File: config.mk
export PLATFORM = sky130hd
export DESIGN_NAME = fetch_frontend
export DESIGN_NICKNAME = d
export VERILOG_FILES = /design/src/fe_pkg.sv /design/src/fetch_frontend.sv /design/src/instr_aligner.sv /design/src/instr_decoder.sv /design/src/jump_unit.sv /design/src/prefetch_buffer.sv
export SDC_FILE = /design/constraint.sdc
export NUM_CORES = 1
export LEC_CHECK = 0
export BUFFER_PORTS_ARGS = -buffer_cell sky130_fd_sc_hd__buf_2
export CAP_MARGIN = 20
export CORE_MARGIN = 5
export CORE_UTILIZATION = 35
export DETAILED_ROUTE_END_ITERATION = 10
export GPL_TIMING_DRIVEN = 0
export PLACE_DENSITY = 0.66
export SKIP_LAST_GASP = 1
export SLEW_MARGIN = 25
export SYNTH_ARGS = -nofsm -noshare
export SYNTH_HDL_FRONTEND = slang
export SYNTH_HIERARCHICAL = 1
export SYNTH_SLANG_ARGS = --single-unit
File: constraint.sdc
create_clock -name clk -period 8.65 [get_ports clk]
set_clock_uncertainty 0.2 [all_clocks]
set_input_delay 1.73 -clock clk [delete_from_list [all_inputs] [get_ports clk]]
set_output_delay 1.73 -clock clk [all_outputs]
set_load 0.02 [all_outputs]
File: src/fe_pkg.sv
// fetch front end shared definitions
// instruction classes, aligner states and the fixed constants of the front end

package fe_pkg;

  //////////////////////////////
  // constants
  //////////////////////////////

  // pc loaded by reset
  localparam logic [31:0] BOOT_ADDR = 32'h0000_0000;

  // prefetch queue size, in 32-bit words
  localparam int unsigned FIFO_DEPTH = 2;
  // queue pointer and occupancy widths
  localparam int unsigned FIFO_PTR_W = (FIFO_DEPTH > 1) ? $clog2(FIFO_DEPTH) : 1;
  localparam int unsigned FIFO_CNT_W = $clog2(FIFO_DEPTH + 1);

  // major opcode of jal
  localparam logic [6:0] OPC_JAL = 7'b110_1111;

  // compressed quadrant 1 and the funct3 of c.j inside it
  localparam logic [1:0] C_QUADRANT1 = 2'b01;
  localparam logic [2:0] C_J_FUNCT3  = 3'b101;

  //////////////////////////////
  // types
  //////////////////////////////

  // class of one aligned instruction
  typedef enum logic [1:0] {
    // anything that falls through to the next pc
    IC_SEQ     = 2'd0,
    // 32-bit jal
    IC_JAL     = 2'd1,
    // compressed c.j
    IC_CJ      = 2'd2,
    // all-zero 16-bit parcel
    IC_ILLEGAL = 2'd3
  } iclass_e;

  // aligner FSM states
  typedef enum logic [2:0] {
    // next instruction starts at the low half of the queue head
    ALIGNED32         = 3'd0,
    // next instruction starts at the saved upper halfword
    MISALIGNED32      = 3'd1,
    // a misaligned 16-bit instr was just taken, head word still unread
    MISALIGNED16      = 3'd2,
    // jumped to the upper half of a word, waiting for that word
    BRANCH_MISALIGNED = 3'd3,
    // jumped to a word boundary, waiting for that word
    WAIT_VALID_BRANCH = 3'd4
  } align_state_e;

endpackage

File: src/fetch_frontend.sv
// fetch front end top
// prefetch buffer, aligner, decoder and jump unit for an rv32ic core

`timescale 1ns/1ps

module fetch_frontend (
  input  logic            clk,
  input  logic            rst_n,
  output logic            imem_req_o,
  output logic [31:0]     imem_addr_o,
  input  logic            imem_gnt_i,
  input  logic            imem_rvalid_i,
  input  logic [31:0]     imem_rdata_i,
  input  logic            id_ready_i,
  input  logic            redirect_i,
  input  logic [31:0]     redirect_addr_i,
  output logic            instr_valid_o,
  output logic [31:0]     instr_o,
  output logic [31:0]     pc_o,
  output logic            compressed_o,
  output fe_pkg::iclass_e iclass_o
);

  logic        fetch_valid;
  logic [31:0] fetch_rdata;
  logic        aligner_ready;
  logic        fetch_pop;
  logic        branch;
  logic [31:0] branch_addr;
  logic [31:0] jump_imm;

  // head leaves the queue once the aligner is done with it
  assign fetch_pop = fetch_valid & aligner_ready & id_ready_i & ~branch;

  prefetch_buffer u_prefetch (
    .clk           (clk),
    .rst_n         (rst_n),
    .branch_i      (branch),
    .branch_addr_i (branch_addr),
    .pop_i         (fetch_pop),
    .imem_req_o    (imem_req_o),
    .imem_addr_o   (imem_addr_o),
    .imem_gnt_i    (imem_gnt_i),
    .imem_rvalid_i (imem_rvalid_i),
    .imem_rdata_i  (imem_rdata_i),
    .valid_o       (fetch_valid),
    .rdata_o       (fetch_rdata)
  );

  instr_aligner u_aligner (
    .clk             (clk),
    .rst_n           (rst_n),
    .fetch_valid_i   (fetch_valid),
    .fetch_rdata_i   (fetch_rdata),
    .aligner_ready_o (aligner_ready),
    .if_valid_i      (id_ready_i),
    .branch_i        (branch),
    .branch_addr_i   (branch_addr),
    .instr_valid_o   (instr_valid_o),
    .instr_aligned_o (instr_o),
    .pc_o            (pc_o)
  );

  instr_decoder u_decoder (
    .instr_i      (instr_o),
    .compressed_o (compressed_o),
    .iclass_o     (iclass_o),
    .imm_o        (jump_imm)
  );

  // one branch source feeds both the queue flush and the aligner pc
  jump_unit u_jump (
    .instr_valid_i   (instr_valid_o),
    .id_ready_i      (id_ready_i),
    .iclass_i        (iclass_o),
    .imm_i           (jump_imm),
    .pc_i            (pc_o),
    .redirect_i      (redirect_i),
    .redirect_addr_i (redirect_addr_i),
    .branch_o        (branch),
    .branch_addr_o   (branch_addr)
  );

endmodule

File: src/instr_aligner.sv
// instruction aligner
// cuts the word stream into 16 and 32 bit instructions and tracks their pc

`timescale 1ns/1ps

module instr_aligner (
  input  logic        clk,
  input  logic        rst_n,
  input  logic        fetch_valid_i,
  input  logic [31:0] fetch_rdata_i,
  output logic        aligner_ready_o,
  input  logic        if_valid_i,
  input  logic        branch_i,
  input  logic [31:0] branch_addr_i,
  output logic        instr_valid_o,
  output logic [31:0] instr_aligned_o,
  output logic [31:0] pc_o
);
  import fe_pkg::*;

  align_state_e state_q;
  align_state_e state_n;
  logic [31:0]  pc_q;
  logic [31:0]  pc_n;
  logic [31:0]  pc_plus2;
  logic [31:0]  pc_plus4;
  // upper halfword of the last word taken from the queue
  logic [15:0]  instr_hi_q;
  logic         update_state;

  assign pc_o     = pc_q;
  assign pc_plus2 = pc_q + 32'd2;
  assign pc_plus4 = pc_q + 32'd4;

  //////////////////////////////
  // state and pc
  //////////////////////////////

  always_ff @(posedge clk or negedge rst_n) begin
    if (!rst_n) begin
      state_q <= ALIGNED32;
      pc_q    <= BOOT_ADDR;
    end else if (update_state) begin
      state_q <= state_n;
      pc_q    <= pc_n;
    end
  end

  // keep the top half whenever the head word is consumed
  always_ff @(posedge clk) begin
    if (update_state && aligner_ready_o) begin
      instr_hi_q <= fetch_rdata_i[31:16];
    end
  end

  //////////////////////////////
  // next state
  //////////////////////////////

  always_comb begin
    // defaults, head word taken as a whole
    state_n         = state_q;
    pc_n            = pc_q;
    instr_valid_o   = fetch_valid_i;
    instr_aligned_o = fetch_rdata_i;
    aligner_ready_o = 1'b1;
    update_state    = 1'b0;

    case (state_q)
      // instruction starts at the low half of the head word
      // WAIT_VALID_BRANCH only differs in that the word is the jump target
      ALIGNED32, MISALIGNED16, WAIT_VALID_BRANCH: begin
        update_state = fetch_valid_i & if_valid_i;
        if (fetch_rdata_i[1:0] == 2'b11) begin
          // whole word is one instruction
          state_n = ALIGNED32;
          pc_n    = pc_plus4;
        end else begin
          // 16-bit in the low half, the upper half starts the next one
          instr_aligned_o = {16'h0000, fetch_rdata_i[15:0]};
          state_n         = MISALIGNED32;
          pc_n            = pc_plus2;
        end
      end

      // instruction starts at the saved upper halfword
      MISALIGNED32: begin
        if (instr_hi_q[1:0] == 2'b11) begin
          // 32-bit straddling two words, needs the low half of the head
          instr_aligned_o = {fetch_rdata_i[15:0], instr_hi_q};
          state_n         = MISALIGNED32;
          pc_n            = pc_plus4;
          update_state    = fetch_valid_i & if_valid_i;
        end else begin
          // 16-bit entirely in the saved half
          // head word is not touched, it holds the next instruction
          instr_aligned_o = {16'h0000, instr_hi_q};
          instr_valid_o   = 1'b1;
          aligner_ready_o = 1'b0;
          state_n         = MISALIGNED16;
          pc_n            = pc_plus2;
          update_state    = if_valid_i;
        end
      end

      // jump target is the upper half of the head word
      BRANCH_MISALIGNED: begin
        update_state = fetch_valid_i & if_valid_i;
        if (fetch_rdata_i[17:16] == 2'b11) begin
          // 32-bit target, only its low half is here
          // swallow the word silently and finish it from the next one
          instr_valid_o = 1'b0;
          state_n       = MISALIGNED32;
          pc_n          = pc_q;
        end else begin
          // 16-bit target uses up the word
          instr_aligned_o = {16'h0000, fetch_rdata_i[31:16]};
          state_n         = ALIGNED32;
          pc_n            = pc_plus2;
        end
      end

      default: begin
        state_n      = ALIGNED32;
        update_state = 1'b0;
      end
    endcase

    // jump or redirect wins over the normal step
    if (branch_i) begin
      update_state = 1'b1;
      pc_n         = branch_addr_i;
      state_n      = branch_addr_i[1] ? BRANCH_MISALIGNED : WAIT_VALID_BRANCH;
    end
  end

endmodule

File: src/instr_decoder.sv
// instruction decoder
// classifies an aligned instruction and extracts the jump offset

`timescale 1ns/1ps

module instr_decoder (
  input  logic [31:0]     instr_i,
  output logic            compressed_o,
  output fe_pkg::iclass_e iclass_o,
  output logic [31:0]     imm_o
);
  import fe_pkg::*;

  logic [6:0]  opcode;
  logic [1:0]  quadrant;
  logic [2:0]  c_funct3;
  logic [31:0] imm_j;
  logic [31:0] imm_cj;

  // 32-bit encodings have both low bits set
  assign compressed_o = (instr_i[1:0] != 2'b11);

  assign opcode   = instr_i[6:0];
  assign quadrant = instr_i[1:0];
  assign c_funct3 = instr_i[15:13];

  //////////////////////////////
  // immediates
  //////////////////////////////

  // j-type offset, imm[20|10:1|11|19:12] in bits 31:12
  assign imm_j = {
    {12{instr_i[31]}},
    instr_i[19:12],
    instr_i[20],
    instr_i[30:21],
    1'b0
  };

  // cj-type offset, imm[11|4|9:8|10|6|7|3:1|5] in bits 12:2
  assign imm_cj = {
    {21{instr_i[12]}},
    instr_i[8],
    instr_i[10:9],
    instr_i[6],
    instr_i[7],
    instr_i[2],
    instr_i[11],
    instr_i[5:3],
    1'b0
  };

  //////////////////////////////
  // class
  //////////////////////////////

  always_comb begin
    iclass_o = IC_SEQ;
    imm_o    = 32'h0000_0000;
    if (!compressed_o) begin
      if (opcode == OPC_JAL) begin
        iclass_o = IC_JAL;
        imm_o    = imm_j;
      end
    end else if (instr_i[15:0] == 16'h0000) begin
      // defined illegal parcel
      iclass_o = IC_ILLEGAL;
    end else if ((quadrant == C_QUADRANT1) && (c_funct3 == C_J_FUNCT3)) begin
      iclass_o = IC_CJ;
      imm_o    = imm_cj;
    end
  end

endmodule

File: src/jump_unit.sv
// jump unit
// resolves jal and c.j in the front end and merges the external redirect

`timescale 1ns/1ps

module jump_unit (
  input  logic            instr_valid_i,
  input  logic            id_ready_i,
  input  fe_pkg::iclass_e iclass_i,
  input  logic [31:0]     imm_i,
  input  logic [31:0]     pc_i,
  input  logic            redirect_i,
  input  logic [31:0]     redirect_addr_i,
  output logic            branch_o,
  output logic [31:0]     branch_addr_o
);
  import fe_pkg::*;

  logic        is_jump;
  logic        jump_taken;
  logic [31:0] jump_target;

  // pc relative target, always on a halfword
  assign jump_target = pc_i + imm_i;

  assign is_jump    = (iclass_i == IC_JAL) || (iclass_i == IC_CJ);
  // only a jump that the consumer actually takes
  assign jump_taken = instr_valid_i & id_ready_i & is_jump;

  // later stage redirect is older, so it wins
  assign branch_o      = redirect_i | jump_taken;
  assign branch_addr_o = redirect_i ? redirect_addr_i : {jump_target[31:1], 1'b0};

endmodule

File: src/prefetch_buffer.sv
// prefetch buffer
// fetches instruction words one request at a time into a small queue,
// flushes on a branch and drops a response that was requested before the flush

`timescale 1ns/1ps

module prefetch_buffer (
  input  logic        clk,
  input  logic        rst_n,
  input  logic        branch_i,
  input  logic [31:0] branch_addr_i,
  input  logic        pop_i,
  output logic        imem_req_o,
  output logic [31:0] imem_addr_o,
  input  logic        imem_gnt_i,
  input  logic        imem_rvalid_i,
  input  logic [31:0] imem_rdata_i,
  output logic        valid_o,
  output logic [31:0] rdata_o
);
  import fe_pkg::*;

  logic                  en_q;
  logic [31:0]           fetch_addr_q;
  logic                  outstanding_q;
  logic                  drop_q;
  logic [FIFO_CNT_W-1:0] count_q;
  logic [FIFO_PTR_W-1:0] rd_ptr_q;
  logic [FIFO_PTR_W-1:0] wr_ptr_q;
  logic [31:0]           q_mem [FIFO_DEPTH];
  logic                  grant;
  logic                  push;
  logic                  pop;

  // pointer step with wrap at the queue depth
  function automatic logic [FIFO_PTR_W-1:0] ptr_next(input logic [FIFO_PTR_W-1:0] ptr);
    if (ptr == FIFO_PTR_W'(FIFO_DEPTH - 1)) begin
      return '0;
    end
    return ptr + 1'b1;
  endfunction

  //////////////////////////////
  // memory request side
  //////////////////////////////

  // one request in flight at most, and only with room for its answer
  // no new fetch in a branch cycle, the address is about to change
  assign imem_req_o  = en_q && !outstanding_q && (count_q < FIFO_CNT_W'(FIFO_DEPTH)) &&
                       !branch_i;
  assign imem_addr_o = fetch_addr_q;
  assign grant       = imem_req_o & imem_gnt_i;

  // response goes into the queue unless it belongs to a flushed fetch
  assign push = imem_rvalid_i & outstanding_q & ~drop_q & ~branch_i;
  assign pop  = pop_i & valid_o;

  // head of the queue towards the aligner
  assign valid_o = (count_q != '0);
  assign rdata_o = q_mem[rd_ptr_q];

  always_ff @(posedge clk or negedge rst_n) begin
    if (!rst_n) begin
      en_q          <= 1'b0;
      fetch_addr_q  <= BOOT_ADDR;
      outstanding_q <= 1'b0;
      drop_q        <= 1'b0;
    end else begin
      // fetching starts one edge after reset
      en_q <= 1'b1;

      // branch target word, else next word after each grant
      if (branch_i) begin
        fetch_addr_q <= {branch_addr_i[31:2], 2'b00};
      end else if (grant) begin
        fetch_addr_q <= fetch_addr_q + 32'd4;
      end

      if (grant) begin
        outstanding_q <= 1'b1;
      end else if (imem_rvalid_i) begin
        outstanding_q <= 1'b0;
      end

      // a fetch still in flight at a flush is stale
      if (imem_rvalid_i) begin
        drop_q <= 1'b0;
      end else if (branch_i && outstanding_q) begin
        drop_q <= 1'b1;
      end
    end
  end

  //////////////////////////////
  // word queue
  //////////////////////////////

  always_ff @(posedge clk or negedge rst_n) begin
    if (!rst_n) begin
      count_q  <= '0;
      rd_ptr_q <= '0;
      wr_ptr_q <= '0;
    end else if (branch_i) begin
      // flush, the target word is fetched next
      count_q  <= '0;
      rd_ptr_q <= '0;
      wr_ptr_q <= '0;
    end else begin
      if (push) begin
        wr_ptr_q <= ptr_next(wr_ptr_q);
      end
      if (pop) begin
        rd_ptr_q <= ptr_next(rd_ptr_q);
      end
      case ({push, pop})
        2'b10:   count_q <= count_q + 1'b1;
        2'b01:   count_q <= count_q - 1'b1;
        default: count_q <= count_q;
      endcase
    end
  end

  // queue storage
  always_ff @(posedge clk) begin
    if (push) begin
      q_mem[wr_ptr_q] <= imem_rdata_i;
    end
  end

endmodule

==> results of run 1 <==
==> routing by layer <==
layer,up-vias,GRT usage (%),share of wire (%)
li1,4655,-,-
met1,4895,29.5,43
met2,512,34.8,46
met3,66,4.42,9.0
met4,4,5.64,2.4
met5,-,0,0.057
==> kinds of logic (layout without fill, tap and decap cells) <==
group | after synthesis | in the layout | synth area share (%)
xor gates and xnor gates | 41 | 41 | 3.44
DFF | 152 | 152 | 40.3
and+or+nand+nor | 387 | 387 | 19.9
AOI/OAI and AO/OA | 338 | 338 | 23.3
other | 3 | 4 | 0.108
buffers and inverters | 111 | 316 | 4.98
adders and majority gates | 34 | 34 | 4.15
muxes | 36 | 36 | 3.86
==> cells in the mapped netlist, types with 6 or more instances <==
library cell	count	area (µm²)
and4_1	16	140
a21o_1	26	195
ha_1	33	413
o21ai_1	11	55.1
nand2_1	108	405
a211oi_1	6	45.0
nand3_1	33	165
o22ai_1	8	50.1
o31ai_1	20	150
xor2_1	20	175
nor4_1	8	50.1
buf_4	15	113
nor3_1	16	80.1
o21ai_0	60	300
clkbuf_1	45	169
a222oi_1	14	140
a221o_1	8	80.1
buf_2	11	55.1
xnor2_1	21	184
nor2_1	68	255
nand4_1	36	225
and2_1	19	119
mux2_2	34	383
and3_1	20	125
or4_1	24	180
a31oi_1	35	219
o211ai_1	10	75.1
inv_1	31	116
a21oi_1	43	215
edfxtp_1	80	2400
a22o_1	33	289
or3_1	6	37.5
dfrtp_1	72	1800
==> metrics by stage <==
stage	cells	total power, µW	TNS (ns)	setup slack (ns)	util [%]
CTS	1698	2480	0	0.734	42.2
global placement	1660	1690	-30.20	-0.948	39.8
detailed placement	1666	1710	0	1.20	40.1
floorplan	1103	1400	0	1.60	-
finish	1698	2480	0	0.684	42.2
global route	1698	2590	0	0.242	42.2
==> sequential cells by signal, indices dropped and copies added, names as in the netlist <==
name                      count
u_prefetch/drop_q             1
u_prefetch/rd_ptr_q           1
u_aligner/pc_o               32
u_aligner/state_q             3
u_prefetch/count_q            2
u_prefetch/wr_ptr_q           1
u_prefetch/q_mem             64
u_aligner/instr_hi_q         16
u_prefetch/outstanding_q      1
u_prefetch/en_q               1
u_prefetch/imem_addr_o       30
==> cell type report <==
| cell class | count | area [µm²] | area share [%] |
|---|---|---|---|
| plain buffers | 78 | 395 | 3.17 |
| flip-flops and latches | 152 | 4200 | 33.7 |
| inverters | 33 | 124 | 0.994 |
| multi-input cells | 840 | 5720 | 45.9 |
| clock buffers | 17 | 425 | 3.41 |
| clock inverters | 15 | 188 | 1.51 |
| well taps | 390 | 488 | 3.91 |
| repair buffers | 173 | 920 | 7.38 |
==> final timing paths <==
check | startpoint | to | slack, ns | depth (start not counted)
setup reg to reg | u_prefetch/rd_ptr_q | u_aligner/pc_o[31] | 1.35 | 25
min in group asynchronous | rst_n | u_aligner/pc_o[22] | 1.02 | 1
hold / removal | u_prefetch/drop_q | u_prefetch/drop_q | 0.31 | 2
hold reg to reg | u_prefetch/drop_q | u_prefetch/drop_q | 0.31 | 2
max in group asynchronous | rst_n | u_aligner/pc_o[1] | 6.65 | 2
setup / recovery | u_prefetch/rd_ptr_q | imem_req_o | 0.68 | 18
==> worst register-to-register path: stages (launching register included) <==
cell       delay [ns]
dfrtp_1          0.33
clkbuf_1         0.31
clkbuf_1         0.59
mux2_2           0.47
nand2_1          0.12
or2_2            0.12
clkbuf_1         0.35
nand2_1          0.24
clkbuf_1         0.31
a222oi_1         0.41
inv_1            0.17
nor2_1           0.14
and4_1           0.20
clkbuf_2         0.22
a22o_1           0.60
buf_4            0.23
ha_1             0.21
clkbuf_1         0.19
a21o_1           0.23
a21o_1           0.18
a21o_1           0.19
nor4_1           0.39
a21oi_1          0.11
a211oi_1         0.46
o2bb2ai_1        0.12
a21oi_1          0.13
==> cells in the final DEF (no fill, tap or decap), types with 21 or more instances in the layout <==
cell type and count:
a21o_1 26, a21oi_1 43, a22o_1 33, a31oi_1 35, buf_2 177, clkbuf_1 45, dfrtp_1 72, edfxtp_1 80
ha_1 33, inv_1 31, mux2_2 34, nand2_1 108, nand3_1 33, nand4_1 36, nor2_1 67, o21ai_0 60
or4_1 24, xnor2_1 21
==> power by group through the flow <==
stage,logic (µW),registers [µW],clock network [µW]
final,778,926,773
after global routing,840,937,817
after CTS,770,925,785
after detailed placement,766,940,0
after global placement,754,938,0
after floorplan,444,960,0
==> impl_metrics.ini, run 1 <==
[run_status]
status = finished, final reports clean

[drt]
vias = 10132
drc = 0
drt_iter0_markers = 1193
antenna_left = 0
avgRoutedWirePerCell_um = 21.7
firstDrtPassIters = 9
drt_wl_total_um = 36900
viasPerCell = 5.97

[finish]
drive_gt1_share_pct = 22.8
syn2layout_area_growth_pct = 19.5
num_antenna_cells = 0
finalNetCount = 1399
final_cell_area_um2 = 12500
fillers = 2963

[critical_path]
worstPathArrival_ns = 6.04
slowest_stage = clkbuf_1
crit_family = buffers and inverters
crit_path_max_fanout = 10
cp-end-kind = primary output
start_kind = register
critPathMaxStageDelay_ns = 0.59
worst-path-buf-inv = 7
crit_top_cell = clkbuf_1
crit_type = reg2out
crit_required_ns = 6.72
cp_cell_sequence = clkbuf_1 > clkbuf_1 > mux2_2 > nand2_1 > or2_2 > clkbuf_1 > nand2_1 > clkbuf_1 > a222oi_1 > inv_1 > nor4_1 > nand4_1 > nand2_1 > xnor2_1 > o21ai_0 > buf_6 > nor4b_4 > buf_2

[synth]
syn_area_per_cell_um2 = 9.47
synthCells = 1102
ys.flop_type = edfxtp_1
yosysWarnings = 6
synthArstFlopShare_pct = 47.4
ys_ff_latch = 152
synth_edf_count = 80
yosysUniqueCellTypes = 91
syn-cell-area_um2 = 10400
ys_seq_area_share_pct = 40.3

[placed_design]
gp_congestion = 0.967
dpl_cell_area_um2 = 11900
hpwlAfterDp_um = 28600
io_buffers = 167

[global_route]
grt_pass1_vias = 9649
grt_max_degree = 52
grt-ovfl-total = 0
grt_pass1_wl_um = 56600
grt_use_total_pct = 21.5
antenna_found_initial = 2

[timing]
max_slew_margin_pct = 33.5
min_period_ns = 7.97
fin_crit_sh_pct = 92.1
finalHoldViolCount = 0
rsz0062_at_grt = false
fmax_mhz = 126
worst_pin_slew_ns = 0.972
setup_viol = 0
whs_ns = 0.307
final_max_slew_viol_count = 0

[clocking]
ctsHoldBuffers = 0
post_cts_resized = 0
cts_inserted_buffers = 17
postCtsSetupBuffers = 0
path_clk_slew_ns = 0.07
cts_tree = done
root_buffer = clkbuf_16
htree_levels = 4
clock-sinks = 152
clock_latency_ns = 0.43
cts_buffer_depth = 2

[power_and_ir_drop]
switching_share_pct = 40.2
seqPwrFrac_pct = 37.4
max-vdd-ir-drop_v = 0.000119
p_per_area_nw_per_um2 = 199
leakage_uw = 0.00513
share_clk_of_total_power_pct = 31.2
comb_power_share_pct = 31.4
power.switching_uw = 995
p_int_uw = 1480

[floorplanning]
rows = 63
fp.dieH_um = 183
start_util_pct = 35.3
die-area_um2 = 33400
core-area_um2 = 29600
io_pins = 171
die_width_um = 183

[run]
maxCapViolCount = 0

[min_path]
hold_class = reg2reg
No activity file was read; power rests on OpenSTA's default activity.
==> inputs of run 2 (changes only) <==
Settings changed: CORE_MARGIN 5 to 10.
==> run 2 against run 1 <==
Highest routed layer unchanged. Sequential cell count did not move. Largest cell class unchanged. Register-to-register slack got worse by 0.22 ns. Total power rose by 0.50%. Die area grew 11%. Sequential share of layout area about the same. First-iteration DRC count grew 9.0%. Sequential power hardly changed. Combinational power is 0.8% higher.
==> impl_metrics.ini, run 2 (synthesis results as in run 1) <==
[run_status]
status = finished, final reports clean

[floorplanning]
rows = 63
die-area_um2 = 37100
io_pins = 171
fp.dieH_um = 193
die_width_um = 193
start_util_pct = 35.3
core-area_um2 = 29600

[critical_path]
crit_path_max_fanout = 10
crit_type = reg2out
crit_required_ns = 6.72
worstPathArrival_ns = 6.03
start_kind = register
cp-end-kind = primary output
r2r_setup_slack_ns = 1.13
timing.rr.start = u_prefetch/rd_ptr_q
worstSetupStartpoint = u_prefetch/rd_ptr_q

[clocking]
ctsHoldBuffers = 0
cts_inserted_buffers = 17
post_cts_resized = 0
cts_tree = done
root_buffer = clkbuf_16
clock-sinks = 152
path_clk_slew_ns = 0.08
cts_buffer_depth = 2
clock_latency_ns = 0.44
postCtsSetupBuffers = 0
htree_levels = 4

[drt]
vias = 10209
avgRoutedWirePerCell_um = 22.4
viasPerCell = 6.01
drc = 0
drt_wl_total_um = 38100
firstDrtPassIters = 11
antenna_left = 0
drt_iter0_markers = 1300

[timing]
setup_viol = 0
fin_tns_setup_ns = 0
rsz0062_at_grt = false
fin_crit_sh_pct = 92.1
fmax_mhz = 126
whs_ns = 0.293
final_max_slew_viol_count = 0
min_period_ns = 7.96
max_slew_margin_pct = 30.9
finalHoldViolCount = 0
worst_pin_slew_ns = 1.01

[finish]
fillers = 2980
regArea_um2 = 4200
regMostFlops = u_prefetch/q_mem
multi_input_area_um2 = 5720
syn2layout_area_growth_pct = 19.4
fin_util_pct = 42.2
final_cell_mix = buf_2 (177), nand2_1 (108), edfxtp_1 (80), dfrtp_1 (72), nor2_1 (67)
drive_gt1_share_pct = 22.7
largest_register_ffs = 64
finalNetCount = 1398
mostFrequentLayoutCell = buf_2

[power_and_ir_drop]
max-vdd-ir-drop_v = 0.000112
leakage_uw = 0.00513
p_per_area_nw_per_um2 = 200

[min_path]
hold_class = reg2reg
min-delay-start = u_prefetch/drop_q

[run]
maxCapViolCount = 0

[global_route]
grt_pass1_vias = 9663
grt_pass1_wl_um = 57600
grt_max_degree = 52
gr-usage-met3_pct = 3.78
grt.busiest_layer = met2
grtUsageMet2_pct = 31.9
antenna_found_initial = 2
grt.met1_usage_pct = 27.0
grt-ovfl-total = 0
grt_use_total_pct = 20.0

[placed_design]
io_buffers = 167
gp_congestion = 0.949
hpwlAfterDp_um = 29900
[run 2: cell count changes in the layout (fill, tap and decap cells not counted)]
cell	before	now
clkinv_8	5	3
buf_12	1	0
buf_16	1	2
buf_6	5	4
clkinv_4	0	1
clkinvlp_4	1	0
diode_2	0	1
inv_12	1	2
inv_8	5	6
[run 2: final timing paths]
check | endpoint | cells past startpoint
max | imem_req_o | 18
min | u_prefetch/drop_q | 2
max reg2reg | u_aligner/pc_o[31] | 25
min reg2reg | u_prefetch/drop_q | 2
max in group asynchronous | u_aligner/state_q[0] | 2
min in group asynchronous | u_aligner/pc_o[28] | 1
[run 2: final cells by class]
| type | count | area share, % |
|---|---|---|
| inverters | 33 | 0.994 |
| clock inverters | 15 | 1.48 |
| well taps | 390 | 3.92 |
| repair buffers | 172 | 7.35 |
| clock buffers | 17 | 3.41 |
| diodes | 1 | 0.0201 |
| flip-flops and latches | 152 | 33.7 |
| multi-input cells | 840 | 45.9 |
| plain buffers | 78 | 3.17 |
[run 2: stage by stage]
| step | area (µm²) | instances | worst slack, ns | power (µW) |
|---|---|---|---|---|
| after floorplan | 10400 | 1103 | 1.60 | 1400 |
| after global placement | 11800 | 1660 | -0.879 | 1700 |
| after detailed placement | 11800 | 1665 | 1.20 | 1710 |
| after CTS | 12500 | 1697 | 0.701 | 2490 |
| after global routing | 12500 | 1697 | 0.285 | 2600 |
| final | 12500 | 1698 | 0.687 | 2490 |
[run 2: where the power goes]
part	internal, µW	total, µW	switching (µW)
Sequential	824	926	101
Clock	397	779	382
Combinational	260	784	524
[run 2: worst max-delay path, stage by stage (launching register included)]
cell      delay [ns]
dfrtp_1         0.32
clkbuf_1        0.34
clkbuf_1        0.60
mux2_2          0.47
nand2_1         0.12
or2_2           0.12
clkbuf_1        0.34
nand2_1         0.23
clkbuf_1        0.32
a222oi_1        0.43
inv_1           0.15
nor4_1          0.36
nand4_1         0.18
nand2_1         0.18
xnor2_1         0.17
o21ai_0         0.31
buf_6           0.27
nor4b_4         0.45
buf_2           0.25
[run 2: per-layer routing]
layer  share of wire (%)  vias to the layer above
met4                 2.3                        2
li1                    -                     4665
met2                  46                      524
met5               0.045                        -
met3                 8.8                       67
met1                  43                     4951
